<file path="src/hdl/dec_pkg.sv">
/*
  Shared widths, RV32I opcodes, decode enums and stage packets.
  IB_DEPTH must be a power of two; the buffer pointers wrap naturally.
  Only OP, OP-IMM, LUI, LOAD, STORE, BRANCH and JAL are decoded.
*/

package dec_pkg;

   // ************************************************************
   // widths
   // ************************************************************
   localparam int XLEN     = 32;                        // data width
   localparam int PC_W     = 31;                        // pc bits 31:1
   localparam int REG_W    = 5;                         // register index
   localparam int IB_DEPTH = 4;                         // fetch buffer entries
   localparam int IB_PTR_W = $clog2(IB_DEPTH);          // buffer pointer
   localparam int IB_CNT_W = $clog2(IB_DEPTH + 1);      // occupancy, 0..IB_DEPTH

   typedef logic [IB_PTR_W-1:0] ib_ptr_t;
   typedef logic [IB_CNT_W-1:0] ib_cnt_t;

   // ************************************************************
   // major opcodes, low two bits always 11
   // ************************************************************
   localparam logic [6:0] OPC_OP     = 7'b0110011;
   localparam logic [6:0] OPC_OP_IMM = 7'b0010011;
   localparam logic [6:0] OPC_LUI    = 7'b0110111;
   localparam logic [6:0] OPC_LOAD   = 7'b0000011;
   localparam logic [6:0] OPC_STORE  = 7'b0100011;
   localparam logic [6:0] OPC_BRANCH = 7'b1100011;
   localparam logic [6:0] OPC_JAL    = 7'b1101111;

   typedef enum logic [1:0] {
      UNIT_NONE = 2'd0,                                 // illegal, nothing to run
      UNIT_ALU  = 2'd1,
      UNIT_LSU  = 2'd2,                                 // address add
      UNIT_BR   = 2'd3                                  // branch compare, jal
   } unit_t;

   typedef enum logic [3:0] {
      ALU_ADD  = 4'd0,
      ALU_SUB  = 4'd1,
      ALU_SLL  = 4'd2,
      ALU_SLT  = 4'd3,
      ALU_SLTU = 4'd4,
      ALU_XOR  = 4'd5,
      ALU_SRL  = 4'd6,
      ALU_SRA  = 4'd7,
      ALU_OR   = 4'd8,
      ALU_AND  = 4'd9
   } alu_op_t;

   // ************************************************************
   // stage packets
   // ************************************************************
   typedef struct packed {
      logic [XLEN-1:0] instr;                           // raw instruction
      logic [PC_W-1:0] pc;
   } ib_pkt_t;

   typedef struct packed {
      logic [PC_W-1:0]  pc;
      logic [REG_W-1:0] rs1;
      logic [REG_W-1:0] rs2;
      logic [REG_W-1:0] rd;
      logic             rs1_en;
      logic             rs2_en;
      logic             rd_en;
      logic [XLEN-1:0]  imm;                            // sign extended
      unit_t            unit;
      alu_op_t          alu_op;
      logic             illegal;                        // all enables cleared
   } dec_pkt_t;

   typedef struct packed {
      dec_pkt_t        dec;
      logic [XLEN-1:0] rs1_data;                        // zero when rs1 disabled
      logic [XLEN-1:0] rs2_data;
   } iss_pkt_t;

endpackage

</file>
<file path="src/hdl/dec_stage_if.sv">
/*
  Valid/hold link between pipeline stages.
  A transfer happens on each edge with valid high and hold low.
  Source keeps valid and payload steady while hold is high.
*/
`timescale 1ns/100ps

interface dec_stage_if #(
   parameter type payload_t = logic
) ();

   logic     valid;                                     // payload present
   payload_t payload;
   logic     hold;                                      // back-pressure from consumer
   logic     flush;                                     // drop everything not yet issued

   modport src (
      output valid,
      output payload,
      input  hold,
      input  flush
   );

   // consumer sees flush too, the issue register needs it
   modport dst (
      input  valid,
      input  payload,
      output hold,
      input  flush
   );

   modport ctl (
      output flush
   );

endinterface

</file>
<file path="src/hdl/dec_ib_ctl.sv">
/*
  Four-phase fetch capture into a small circular instruction buffer.
  Fetch side must keep instr and pc stable while req is high.
  Buffer full holds ack low. An entry written during flush is dropped.
*/
`timescale 1ns/100ps

module dec_ib_ctl (
   input  logic                      clk,
   input  logic                      rst_n,
   input  logic                      ifu_req,           // fetch request, four phase
   input  logic [dec_pkg::XLEN-1:0]  ifu_instr,
   input  logic [dec_pkg::PC_W-1:0]  ifu_pc,
   output logic                      ifu_ack,
   dec_stage_if.src                  ib_out             // oldest entry to decode
);

   dec_pkg::ib_pkt_t ib_mem [dec_pkg::IB_DEPTH];        // entry storage
   dec_pkg::ib_ptr_t ib_wptr;
   dec_pkg::ib_ptr_t ib_rptr;
   dec_pkg::ib_cnt_t ib_cnt;
   logic             ib_full;
   logic             ib_wr;                             // capture this edge
   logic             ib_pop;                            // decode takes oldest

   // ************************************************************
   // fetch handshake
   // ************************************************************
   assign ib_full = (ib_cnt == dec_pkg::ib_cnt_t'(dec_pkg::IB_DEPTH));
   assign ib_wr   = ifu_req & ~ifu_ack & ~ib_full;      // one write per request

   always_ff @(posedge clk or negedge rst_n) begin
      if (!rst_n) begin
         ifu_ack <= 1'b0;
      end else if (ib_wr) begin
         ifu_ack <= 1'b1;                               // ack with the write
      end else if (!ifu_req) begin
         ifu_ack <= 1'b0;                               // req seen low, close out
      end
   end

   // ************************************************************
   // buffer
   // ************************************************************
   assign ib_pop        = ib_out.valid & ~ib_out.hold;
   assign ib_out.valid  = (ib_cnt != '0);
   assign ib_out.payload = ib_mem[ib_rptr];

   always_ff @(posedge clk) begin
      if (ib_wr) begin
         ib_mem[ib_wptr] <= '{instr: ifu_instr, pc: ifu_pc};
      end
   end

   always_ff @(posedge clk or negedge rst_n) begin
      if (!rst_n) begin
         ib_wptr <= '0;
         ib_rptr <= '0;
         ib_cnt  <= '0;
      end else if (ib_out.flush) begin
         ib_wptr <= '0;                                 // empty, drop capture too
         ib_rptr <= '0;
         ib_cnt  <= '0;
      end else begin
         if (ib_wr) begin
            ib_wptr <= ib_wptr + dec_pkg::ib_ptr_t'(1);
         end
         if (ib_pop) begin
            ib_rptr <= ib_rptr + dec_pkg::ib_ptr_t'(1);
         end
         case ({ib_wr, ib_pop})
            2'b10:   ib_cnt <= ib_cnt + dec_pkg::ib_cnt_t'(1);
            2'b01:   ib_cnt <= ib_cnt - dec_pkg::ib_cnt_t'(1);
            default: ib_cnt <= ib_cnt;                  // both or neither
         endcase
      end
   end

endmodule

</file>
<file path="src/hdl/dec_decode_ctl.sv">
/*
  RV32I decode of the kept opcodes into a decode packet, one stage register.
  Any other opcode, low bits not 11, or a bad funct7 sets illegal.
  Illegal packets carry no register enables and unit none.
*/
`timescale 1ns/100ps

module dec_decode_ctl (
   input  logic     clk,
   input  logic     rst_n,
   dec_stage_if.dst ib_in,                              // from instruction buffer
   dec_stage_if.src dec_out                             // to operand read
);

   logic [dec_pkg::XLEN-1:0] instr;
   logic [6:0]               opc;
   logic [2:0]               f3;
   logic [6:0]               f7;
   logic                     f7_ok;                     // 0000000 or 0100000
   logic [dec_pkg::XLEN-1:0] imm_i;
   logic [dec_pkg::XLEN-1:0] imm_s;
   logic [dec_pkg::XLEN-1:0] imm_b;
   logic [dec_pkg::XLEN-1:0] imm_j;
   logic [dec_pkg::XLEN-1:0] imm_u;
   dec_pkg::dec_pkt_t        dec_nxt;
   dec_pkg::dec_pkt_t        dec_pkt;
   logic                     dec_vld;
   logic                     ib_xfer;

   // funct3 to alu op, alt picks sub/sra
   function automatic dec_pkg::alu_op_t alu_sel(input logic [2:0] fn3, input logic alt);
      case (fn3)
         3'b000:  return alt ? dec_pkg::ALU_SUB : dec_pkg::ALU_ADD;
         3'b001:  return dec_pkg::ALU_SLL;
         3'b010:  return dec_pkg::ALU_SLT;
         3'b011:  return dec_pkg::ALU_SLTU;
         3'b100:  return dec_pkg::ALU_XOR;
         3'b101:  return alt ? dec_pkg::ALU_SRA : dec_pkg::ALU_SRL;
         3'b110:  return dec_pkg::ALU_OR;
         default: return dec_pkg::ALU_AND;
      endcase
   endfunction

   assign instr = ib_in.payload.instr;
   assign opc   = instr[6:0];
   assign f3    = instr[14:12];
   assign f7    = instr[31:25];
   assign f7_ok = (f7 == 7'b0000000) | (f7 == 7'b0100000);

   // ************************************************************
   // immediates, sign extended from bit 31
   // ************************************************************
   assign imm_i = {{20{instr[31]}}, instr[31:20]};
   assign imm_s = {{20{instr[31]}}, instr[31:25], instr[11:7]};
   assign imm_b = {{19{instr[31]}}, instr[31], instr[7], instr[30:25], instr[11:8], 1'b0};
   assign imm_j = {{11{instr[31]}}, instr[31], instr[19:12], instr[20], instr[30:21], 1'b0};
   assign imm_u = {instr[31:12], 12'b0};

   always_comb begin
      dec_nxt        = '0;
      dec_nxt.pc     = ib_in.payload.pc;
      dec_nxt.rs1    = instr[19:15];
      dec_nxt.rs2    = instr[24:20];
      dec_nxt.rd     = instr[11:7];
      dec_nxt.unit   = dec_pkg::UNIT_NONE;
      dec_nxt.alu_op = dec_pkg::ALU_ADD;                // address add, lui, jal
      case (opc)
         dec_pkg::OPC_OP: begin
            dec_nxt.unit    = dec_pkg::UNIT_ALU;
            dec_nxt.rs1_en  = 1'b1;
            dec_nxt.rs2_en  = 1'b1;
            dec_nxt.rd_en   = 1'b1;
            dec_nxt.alu_op  = alu_sel(f3, f7[5]);
            dec_nxt.illegal = ~f7_ok;
         end
         dec_pkg::OPC_OP_IMM: begin
            dec_nxt.unit    = dec_pkg::UNIT_ALU;
            dec_nxt.rs1_en  = 1'b1;
            dec_nxt.rd_en   = 1'b1;
            dec_nxt.imm     = imm_i;
            dec_nxt.alu_op  = alu_sel(f3, f7[5] & (f3 == 3'b101)); // no subi
            dec_nxt.illegal = (f3[1:0] == 2'b01) & ~f7_ok;         // shifts only
         end
         dec_pkg::OPC_LUI: begin
            dec_nxt.unit    = dec_pkg::UNIT_ALU;        // 0 + imm
            dec_nxt.rd_en   = 1'b1;
            dec_nxt.imm     = imm_u;
         end
         dec_pkg::OPC_LOAD: begin
            dec_nxt.unit    = dec_pkg::UNIT_LSU;
            dec_nxt.rs1_en  = 1'b1;
            dec_nxt.rd_en   = 1'b1;
            dec_nxt.imm     = imm_i;
         end
         dec_pkg::OPC_STORE: begin
            dec_nxt.unit    = dec_pkg::UNIT_LSU;
            dec_nxt.rs1_en  = 1'b1;
            dec_nxt.rs2_en  = 1'b1;
            dec_nxt.imm     = imm_s;
         end
         dec_pkg::OPC_BRANCH: begin
            dec_nxt.unit    = dec_pkg::UNIT_BR;
            dec_nxt.rs1_en  = 1'b1;
            dec_nxt.rs2_en  = 1'b1;
            dec_nxt.imm     = imm_b;
            dec_nxt.alu_op  = dec_pkg::ALU_SUB;         // compare
         end
         dec_pkg::OPC_JAL: begin
            dec_nxt.unit    = dec_pkg::UNIT_BR;
            dec_nxt.rd_en   = 1'b1;                     // link
            dec_nxt.imm     = imm_j;
         end
         default: dec_nxt.illegal = 1'b1;
      endcase
      if (instr[1:0] != 2'b11) begin
         dec_nxt.illegal = 1'b1;                        // compressed not supported
      end
      if (dec_nxt.illegal) begin
         dec_nxt.rs1_en = 1'b0;
         dec_nxt.rs2_en = 1'b0;
         dec_nxt.rd_en  = 1'b0;
         dec_nxt.unit   = dec_pkg::UNIT_NONE;
      end
   end

   // ************************************************************
   // stage register
   // ************************************************************
   assign ib_xfer         = ib_in.valid & ~ib_in.hold;
   assign ib_in.hold      = dec_vld & dec_out.hold;     // stall ripples back
   assign dec_out.valid   = dec_vld;
   assign dec_out.payload = dec_pkt;

   always_ff @(posedge clk or negedge rst_n) begin
      if (!rst_n) begin
         dec_vld <= 1'b0;
      end else if (dec_out.flush) begin
         dec_vld <= 1'b0;
      end else if (ib_xfer) begin
         dec_vld <= 1'b1;                               // refill as old one leaves
      end else if (!dec_out.hold) begin
         dec_vld <= 1'b0;
      end
   end

   always_ff @(posedge clk) begin
      if (ib_xfer) begin
         dec_pkt <= dec_nxt;
      end
   end

endmodule

</file>
<file path="src/hdl/dec_gpr_ctl.sv">
/*
  Integer register file, x1..x31, two combinational reads, one write.
  Writes land at the clock edge. x0 reads zero and ignores writes.
*/
`timescale 1ns/100ps

module dec_gpr_ctl (
   input  logic                       clk,
   input  logic                       rst_n,
   input  logic [dec_pkg::REG_W-1:0]  rs1,
   input  logic [dec_pkg::REG_W-1:0]  rs2,
   output logic [dec_pkg::XLEN-1:0]   rs1_data,
   output logic [dec_pkg::XLEN-1:0]   rs2_data,
   input  logic                       wb_wen,
   input  logic [dec_pkg::REG_W-1:0]  wb_waddr,
   input  logic [dec_pkg::XLEN-1:0]   wb_wdata
);

   logic [dec_pkg::XLEN-1:0] gpr [1:2**dec_pkg::REG_W-1]; // no x0 storage

   always_ff @(posedge clk or negedge rst_n) begin
      if (!rst_n) begin
         for (int i = 1; i < 2**dec_pkg::REG_W; i++) begin
            gpr[i] <= '0;
         end
      end else if (wb_wen && (wb_waddr != '0)) begin
         gpr[wb_waddr] <= wb_wdata;                     // x0 write dropped
      end
   end

   assign rs1_data = (rs1 == '0) ? '0 : gpr[rs1];
   assign rs2_data = (rs2 == '0) ? '0 : gpr[rs2];

endmodule

</file>
<file path="src/hdl/dec_issue_ctl.sv">
/*
  Operand read with writeback bypass, issue register, four-phase issue.
  Fields stay stable from load until ack is seen high.
  Flush clears a loaded packet only while req is still low.
*/
`timescale 1ns/100ps

module dec_issue_ctl (
   input  logic                       clk,
   input  logic                       rst_n,
   dec_stage_if.dst                   dec_in,           // decode packet
   output logic [dec_pkg::REG_W-1:0]  rs1,              // register file read
   output logic [dec_pkg::REG_W-1:0]  rs2,
   input  logic [dec_pkg::XLEN-1:0]   rs1_data,
   input  logic [dec_pkg::XLEN-1:0]   rs2_data,
   input  logic                       wb_wen,
   input  logic [dec_pkg::REG_W-1:0]  wb_waddr,
   input  logic [dec_pkg::XLEN-1:0]   wb_wdata,
   output logic                       iss_req,
   input  logic                       iss_ack,
   output dec_pkg::iss_pkt_t          iss_pkt
);

   logic                     iss_full;                  // issue register holds a packet
   logic                     dec_xfer;
   logic [dec_pkg::XLEN-1:0] rs1_opnd;
   logic [dec_pkg::XLEN-1:0] rs2_opnd;

   // disabled -> 0, same-cycle writeback -> wb data, else file
   function automatic logic [dec_pkg::XLEN-1:0] opnd_sel(
      input logic                      en,
      input logic [dec_pkg::REG_W-1:0] idx,
      input logic [dec_pkg::XLEN-1:0]  rf_data
   );
      if (!en) begin
         return '0;
      end
      if (wb_wen && (wb_waddr == idx) && (idx != '0)) begin
         return wb_wdata;
      end
      return rf_data;
   endfunction

   assign rs1      = dec_in.payload.rs1;
   assign rs2      = dec_in.payload.rs2;
   assign rs1_opnd = opnd_sel(dec_in.payload.rs1_en, dec_in.payload.rs1, rs1_data);
   assign rs2_opnd = opnd_sel(dec_in.payload.rs2_en, dec_in.payload.rs2, rs2_data);

   // ************************************************************
   // issue register and handshake
   // ************************************************************
   assign dec_in.hold = iss_full;                       // one issue in flight
   assign dec_xfer    = dec_in.valid & ~iss_full & ~dec_in.flush;

   always_ff @(posedge clk or negedge rst_n) begin
      if (!rst_n) begin
         iss_full <= 1'b0;
         iss_req  <= 1'b0;
      end else if (iss_req && iss_ack) begin
         iss_req  <= 1'b0;                              // ack seen, drop req
         iss_full <= 1'b0;
      end else if (iss_full && !iss_req) begin
         if (dec_in.flush) begin
            iss_full <= 1'b0;                           // not presented yet
         end else if (!iss_ack) begin
            iss_req <= 1'b1;                            // previous ack back low
         end
      end else if (dec_xfer) begin
         iss_full <= 1'b1;
      end
   end

   always_ff @(posedge clk) begin
      if (dec_xfer) begin
         iss_pkt.dec      <= dec_in.payload;
         iss_pkt.rs1_data <= rs1_opnd;                  // sampled on transfer edge
         iss_pkt.rs2_data <= rs2_opnd;
      end
   end

endmodule

</file>
<file path="src/hdl/dec_top.sv">
/*
  Decode unit top: fetch buffer, decode, register file and issue.
  Both outer boundaries are four-phase req/ack; stages use valid/hold.
  Empty pipe gives iss_req three cycles after ifu_ack rises.
*/
`timescale 1ns/100ps

module dec_top (
   input  logic                       clk,
   input  logic                       rst_n,
   input  logic                       flush,            // drop all not yet presented
   input  logic                       ifu_req,
   input  logic [dec_pkg::XLEN-1:0]   ifu_instr,
   input  logic [dec_pkg::PC_W-1:0]   ifu_pc,
   output logic                       ifu_ack,
   input  logic                       wb_wen,
   input  logic [dec_pkg::REG_W-1:0]  wb_waddr,
   input  logic [dec_pkg::XLEN-1:0]   wb_wdata,
   output logic                       iss_req,
   input  logic                       iss_ack,
   output logic [dec_pkg::PC_W-1:0]   iss_pc,
   output dec_pkg::unit_t             iss_unit,
   output dec_pkg::alu_op_t           iss_alu_op,
   output logic [dec_pkg::REG_W-1:0]  iss_rd,
   output logic                       iss_rd_en,
   output logic [dec_pkg::XLEN-1:0]   iss_imm,
   output logic [dec_pkg::XLEN-1:0]   iss_rs1_data,
   output logic [dec_pkg::XLEN-1:0]   iss_rs2_data,
   output logic                       iss_illegal
);

   dec_stage_if #(.payload_t(dec_pkg::ib_pkt_t))  ib2dec ();
   dec_stage_if #(.payload_t(dec_pkg::dec_pkt_t)) dec2iss ();

   logic [dec_pkg::REG_W-1:0] rs1;
   logic [dec_pkg::REG_W-1:0] rs2;
   logic [dec_pkg::XLEN-1:0]  rs1_data;
   logic [dec_pkg::XLEN-1:0]  rs2_data;
   dec_pkg::iss_pkt_t         iss_pkt;

   assign ib2dec.flush  = flush;
   assign dec2iss.flush = flush;

   dec_ib_ctl i_ib (
      .clk       (clk),
      .rst_n     (rst_n),
      .ifu_req   (ifu_req),
      .ifu_instr (ifu_instr),
      .ifu_pc    (ifu_pc),
      .ifu_ack   (ifu_ack),
      .ib_out    (ib2dec)
   );

   dec_decode_ctl i_decode (
      .clk     (clk),
      .rst_n   (rst_n),
      .ib_in   (ib2dec),
      .dec_out (dec2iss)
   );

   dec_gpr_ctl i_gpr (
      .clk      (clk),
      .rst_n    (rst_n),
      .rs1      (rs1),
      .rs2      (rs2),
      .rs1_data (rs1_data),
      .rs2_data (rs2_data),
      .wb_wen   (wb_wen),
      .wb_waddr (wb_waddr),
      .wb_wdata (wb_wdata)
   );

   dec_issue_ctl i_issue (
      .clk      (clk),
      .rst_n    (rst_n),
      .dec_in   (dec2iss),
      .rs1      (rs1),
      .rs2      (rs2),
      .rs1_data (rs1_data),
      .rs2_data (rs2_data),
      .wb_wen   (wb_wen),
      .wb_waddr (wb_waddr),
      .wb_wdata (wb_wdata),
      .iss_req  (iss_req),
      .iss_ack  (iss_ack),
      .iss_pkt  (iss_pkt)
   );

   // ************************************************************
   // issue fields out of the packet
   // ************************************************************
   assign iss_pc       = iss_pkt.dec.pc;
   assign iss_unit     = iss_pkt.dec.unit;
   assign iss_alu_op   = iss_pkt.dec.alu_op;
   assign iss_rd       = iss_pkt.dec.rd;
   assign iss_rd_en    = iss_pkt.dec.rd_en;
   assign iss_imm      = iss_pkt.dec.imm;
   assign iss_rs1_data = iss_pkt.rs1_data;
   assign iss_rs2_data = iss_pkt.rs2_data;
   assign iss_illegal  = iss_pkt.dec.illegal;

endmodule

</file>
<file path="config.mk">
export PLATFORM = sky130hd
export DESIGN_NAME = dec_top
export DESIGN_NICKNAME = d
export VERILOG_FILES = /design/src/hdl/dec_pkg.sv /design/src/hdl/dec_stage_if.sv /design/src/hdl/dec_ib_ctl.sv /design/src/hdl/dec_decode_ctl.sv /design/src/hdl/dec_gpr_ctl.sv /design/src/hdl/dec_issue_ctl.sv /design/src/hdl/dec_top.sv
export SDC_FILE = /design/constraint.sdc
export NUM_CORES = 2
export LEC_CHECK = 0
export BUFFER_PORTS_ARGS = -buffer_cell sky130_fd_sc_hd__buf_4
export CAP_MARGIN = 20
export CORE_ASPECT_RATIO = 1.4
export CORE_MARGIN = 1
export CORE_UTILIZATION = 55
export CTS_CLUSTER_DIAMETER = 40
export DETAILED_ROUTE_END_ITERATION = 8
export PLACE_DENSITY = 0.8
export SKIP_LAST_GASP = 1
export SYNTH_ARGS = -nofsm -noshare
export SYNTH_HDL_FRONTEND = slang
export SYNTH_HIERARCHICAL = 1
export SYNTH_SLANG_ARGS = --single-unit
</file>
<file path="constraint.sdc">
create_clock -name clk -period 15.2 [get_ports clk]
set_clock_uncertainty 0.1 [all_clocks]
set_input_delay 3.04 -clock clk [delete_from_list [all_inputs] [get_ports clk]]
set_output_delay 3.04 -clock clk [all_outputs]
set_load 0.005 [all_outputs]
</file>
# After elaboration in Yosys (flattened, before gate mapping)
# Memories as Yosys holds them, arrays and structs flattened.
# Index checks and enable logic that the tools add are counted.
# classes
add_sub_neg	4
n_mul	0
div	0
order_cmp	4
eq_ne	26
shift	0
n_mux	58
n_bitwise	18
reduce_logical	32
# ops
cell	n
992-bit bitwise mux	1
32-bit two-way mux	15
32-bit binary-select mux with 5-bit select	2
32-bit demux with 5-bit select	1
32-bit one-hot mux with 5 select lines	1
4-bit one-hot mux with 7 select lines	2
7-bit by 6-bit == test with 1-bit output (second input constant)	4
1-bit two-way mux	27
6-bit >= comparator (second input constant)	3
5-bit inverter with 6-bit output	3
5-bit nonzero test	3
5-bit OR reduction	3
7-bit == test (second input constant)	2
3-bit == test (second input constant)	4
4-bit one-hot mux with 3 select lines	1
5-bit == test	2
5-bit zero test	2
3-bit nonzero test	3
1-bit AND	8
1-bit logical AND	8
2-bit two-way mux	4
7-bit by 2-bit == test with 1-bit output (second input constant)	1
7-bit by 5-bit == test with 1-bit output (second input constant)	1
7-bit zero test	1
other kinds (25)	40
# word_totals
regBits	1231
latchBits	0
ram_bits	252
rom_bits	0
input_bits	106
out_inout_bits	142
word_cells	201
mem_count	1
# memory_table
memory	words	width	read_ports	rd_clocked_by_memory_dff	wr	line	source
i_ib.ib_mem	4	63	1	0	1	dec_ib_ctl.sv:18	dec_pkg::ib_pkt_t ib_mem [dec_pkg::IB_DEPTH];

# Logic depth before layout (Yosys ltp)
# depth
ltp_word	7
depth_mapped	12
mapped_depth_nobuf	7

# Modules after synthesis
# The synthesis kept the hierarchy.
# by_module_without_submodules
module	n_inst	cells_per_inst	area_per_inst_um2	seq_area_each_um2
dec_gpr_ctl	1	3779	53542.6	24823.8
dec_ib_ctl	1	382	9615.5	7767.4
dec_issue_ctl	1	403	6164.7	4614.4
dec_decode_ctl	1	211	3400.8	2667.6

# Worst setup path before layout
# No wires, ideal clock.
# synth_timing
path_kind	input port to flip-flop
start	in flush
end	reg i_issue/iss_pkt[0] (netlist name)
arrival_time_ns	13.956
t_required_ns	14.220
slack_ns	0.265
stages	1
path_buffers	0
path_cell_list	nor3b_1
# synth_between
elab_chain_cells	2
# synth_lines
item	line	source
from (decl)	dec_top.sv:11	input logic flush,
1-bit inverter	dec_issue_ctl.sv:53	assign dec_xfer = dec_in.valid & ~iss_full & ~dec_in.flush;
1-bit AND	dec_issue_ctl.sv:53	
# No other way between the ends.
# A chain may end at the register's enable or synchronous reset.

==> summary.md <==
The synthesized instance count came out at 4763. Post-CTS timing repair inserted 0 buffers for setup. Measured along the y axis, the die boundary spans 431 um. The buffers plus inverters on the worst setup path works out to 4. The largest single stage delay on the critical path is 0.84 ns. Leaving out fill and tap cells, the most frequent cell in the layout is sky130_fd_sc_hd__mux2_2. For the worst-skew pair, the clock arrives at the later sink with an insertion delay of 0.81 ns. Once the clock tree was built, the resizer swapped 0 gates to a different size. Grouping stages by cell kind, the critical path spends the most delay in buffers and inverters.

The final critical path time including I/O delays and setup is 5.66 ns, and the worst slew margin relative to its limit is 0.178. The run gives 3922 as the number of DRC markers in iteration 0. Initial standard-cell utilization of the core: 0.554. STA classifies the critical path startpoint as an input pin. The worst-margin pin slew is 1.23 ns. The setup path with the least slack is of type in -> async. The logs give 0.262 for the relative contribution of the clock network to total power and 131000 sq um for the area inside the core boundary.

The logs give 157 for the floorplan row count and 2 for the initial antenna violation count. The cell repeated most along the worst path is sky130_fd_sc_hd__buf_4. In this run the worst hold path is classified as reg -> reg. The average vias per placed instance was 6.64; the switching part of the total was 0.348. The clock input transition at the sequential cells of the worst setup and hold paths is 0.07 ns, and the overall die area is 133000 sq um. The critical path capture point type was an asynchronous set/reset pin. Relative to the synthesized area, the layout overhead comes to 11.2%.

The detailed route wirelength on metal3 is 15.1 mm. The first detailed-routing pass took 7 iterations. The buffer depth of the longest clock path was 3. Hold path startpoint: i_decode/dec_out.payload[9]$_SDFFCE_PN0P_.

In the layout the commonest cells are sky130_fd_sc_hd__mux2_2, sky130_fd_sc_hd__dfrtp_1, sky130_fd_sc_hd__edfxtp_1, sky130_fd_sc_hd__mux4_2, sky130_fd_sc_hd__nand2_1. TritonCTS built the clock tree. The overall routed net length is 200 mm.

The number of nets with antenna violations after routing was 0; the maximum fanout along the worst path was 134. Traced cell by cell, the critical path runs through buf_8, buf_4, buf_4, buf_4. Summed over all layers, the global routing overflow is 0. Setup repair after global routing left no endpoint under its margin.

Part of the power in combinational logic: 0.369. The tree is rooted in a sky130_fd_sc_hd__clkbuf_16. For this design the ratio of total power to cell area is 185 nW/um^2.

The leakage power summed over all cells was 32.8 nW; the detailed-route DRC error count was 0. Data arrives at the worst endpoint at 6.36 ns. For the total of warnings raised by yosys, the log shows 6. During placement, the flow inserted port buffers numbering 247. The die is 309 um wide. The routed wire length on met2 came out at 100 mm.

Cell type of the slowest stage on the worst timing path: sky130_fd_sc_hd__buf_4. The via count of the first global-routing pass is 47286, and the design internal power is 9.71 mW. The count of pins over their slew limit was 0. The run finished with clean final reports. For the final routed database, the setup TNS stands at 0 ns. Detailed placement finished with a half-perimeter wire length of 113 mm. In the final routing, the length of wire on met1 measures 73.1 mm. The post-route clock period utilization is 0.373.

The pin count of the biggest net entering global routing was 199. The global routing usage summed across all routing layers was 0.306; the max-cap check violation count was 0. The hold-fix buffer count after cts was 0; the net count after synthesis was 4874.

A synthesized cell averages 15.2 sq um. The highest routing layer actually used is met4. After the last flow step, the layout net total stands at 4917.

The tools report the maximum resistive drop on vdd as 0.000210 V. The maximum level of the CTS H-tree is 4, and the number of hold-slack violations in the final timing report is 0. The power share of the sequential group was 0.369; the fraction of final layout cells with drive strength greater than 1 was 0.441. For this design the total switching power over the nets is 5.18 mW. After synthesis the cells add up to 72400 sq um. The number of failing setup endpoints in the final timing report is 0.

In this run the worst setup path begins at rst_n. The number of clock sinks was 1483. The reg-to-reg critical path startpoint was i_decode/dec_out.payload[47]$_DFFE_PP_.

For the fmax, the log shows 0.177 GHz. TritonCTS created 152 clock buffers. The first global-routing pass estimated 301 mm of wire. The logs give 15.90 ns for the required time of the critical path and 14.9 mW for the overall power of the completed layout. The total via count after detailed routing is 44414.

The tools report the number of primary I/O pins as 248. In the final routed layout, each cell accounts on average for 29.9 um. At the end of routability-driven placement, the weighted congestion stood at 0.837.
[sequential cells by signal (all words and copies together), names as in the netlist]
register	cells
i_ib/ib_rptr	2
i_decode/dec_out.valid	1
i_ib/ib_cnt	3
i_ib/ib_wptr	2
i_issue/iss_pkt	140
i_decode/dec_out.payload	88
i_ib/ifu_ack	1
i_issue/dec_in.hold	1
i_gpr/gpr	992
i_ib/ib_mem	252
i_issue/iss_req	1
[through the flow]
stage	cells	setup slack (ns)	instance area (sq um)	hold slack (ns)	utilization
6_report	6684	9.54	80500	0.315	0.616
5_1_grt	6684	8.96	80500	0.322	0.616
4_1_cts	6682	9.39	80500	0.312	0.616
3_5_place_dp	6401	8.52	75200	0.305	0.575
3_3_place_gp	6401	8.62	75200	0.303	0.575
2_1_floorplan	4763	1.16	72400	0.300	-
[worst paths after layout]
check,to,slack (ns),cells past startpoint
min reg2reg,i_issue/iss_pkt[73]$_DFFE_PP_,0.31,0
min,i_issue/iss_pkt[73]$_DFFE_PP_,0.31,0
max in group clk,i_issue/iss_pkt[21]$_SDFFCE_PN0P_,10.15,10
max reg2reg,i_issue/iss_pkt[21]$_SDFFCE_PN0P_,10.15,10
min in group asynchronous,i_gpr/gpr[367]$_DFFE_PN0P_,2.29,1
max,i_gpr/gpr[186]$_DFFE_PN0P_,9.54,4
[routing by layer]
metal / GRT usage / up-vias
met4: 0.164 / 0
met1: 0.375 / 23481
li1: - / 18231
met3: 0.0619 / 604
met2: 0.511 / 2098
met5: 0 / -
[power groups by stage]
stage | Clock, mW | Combinational, mW | Sequential (mW)
after floorplan | 0 | 4.05 | 5.39
after global placement | 0 | 5.36 | 5.49
after detailed placement | 0 | 5.43 | 5.55
after CTS | 3.95 | 5.46 | 5.49
after global routing | 4.10 | 5.80 | 5.58
final | 3.90 | 5.50 | 5.49
[worst register-to-register path, cell delays in order, from the launching register on]
cell and delay, ns:
sky130_fd_sc_hd__edfxtp_1 0.33, sky130_fd_sc_hd__buf_4 0.51, sky130_fd_sc_hd__buf_4 0.80, sky130_fd_sc_hd__buf_4 0.73, sky130_fd_sc_hd__buf_4 0.80, sky130_fd_sc_hd__mux4_2 0.66, sky130_fd_sc_hd__mux2_2 0.29, sky130_fd_sc_hd__a21oi_1 0.15
sky130_fd_sc_hd__o211ai_1 0.20, sky130_fd_sc_hd__nand2_1 0.12, sky130_fd_sc_hd__mux2i_1 0.08
[cell type report]
cell class / instances / area [sq um]
Fill cell: 9376 / 50200
Clock inverter: 86 / 1100
Clock buffer: 195 / 4180
Sequential cell: 1483 / 39500
Antenna cell: 2 / 5.00
Tap cell: 1749 / 2190
Timing Repair Buffer: 345 / 2670
Inverter: 12 / 47.5
Multi-Input combinational cell: 2812 / 30700
No activity file was read; power rests on OpenSTA's default activity.
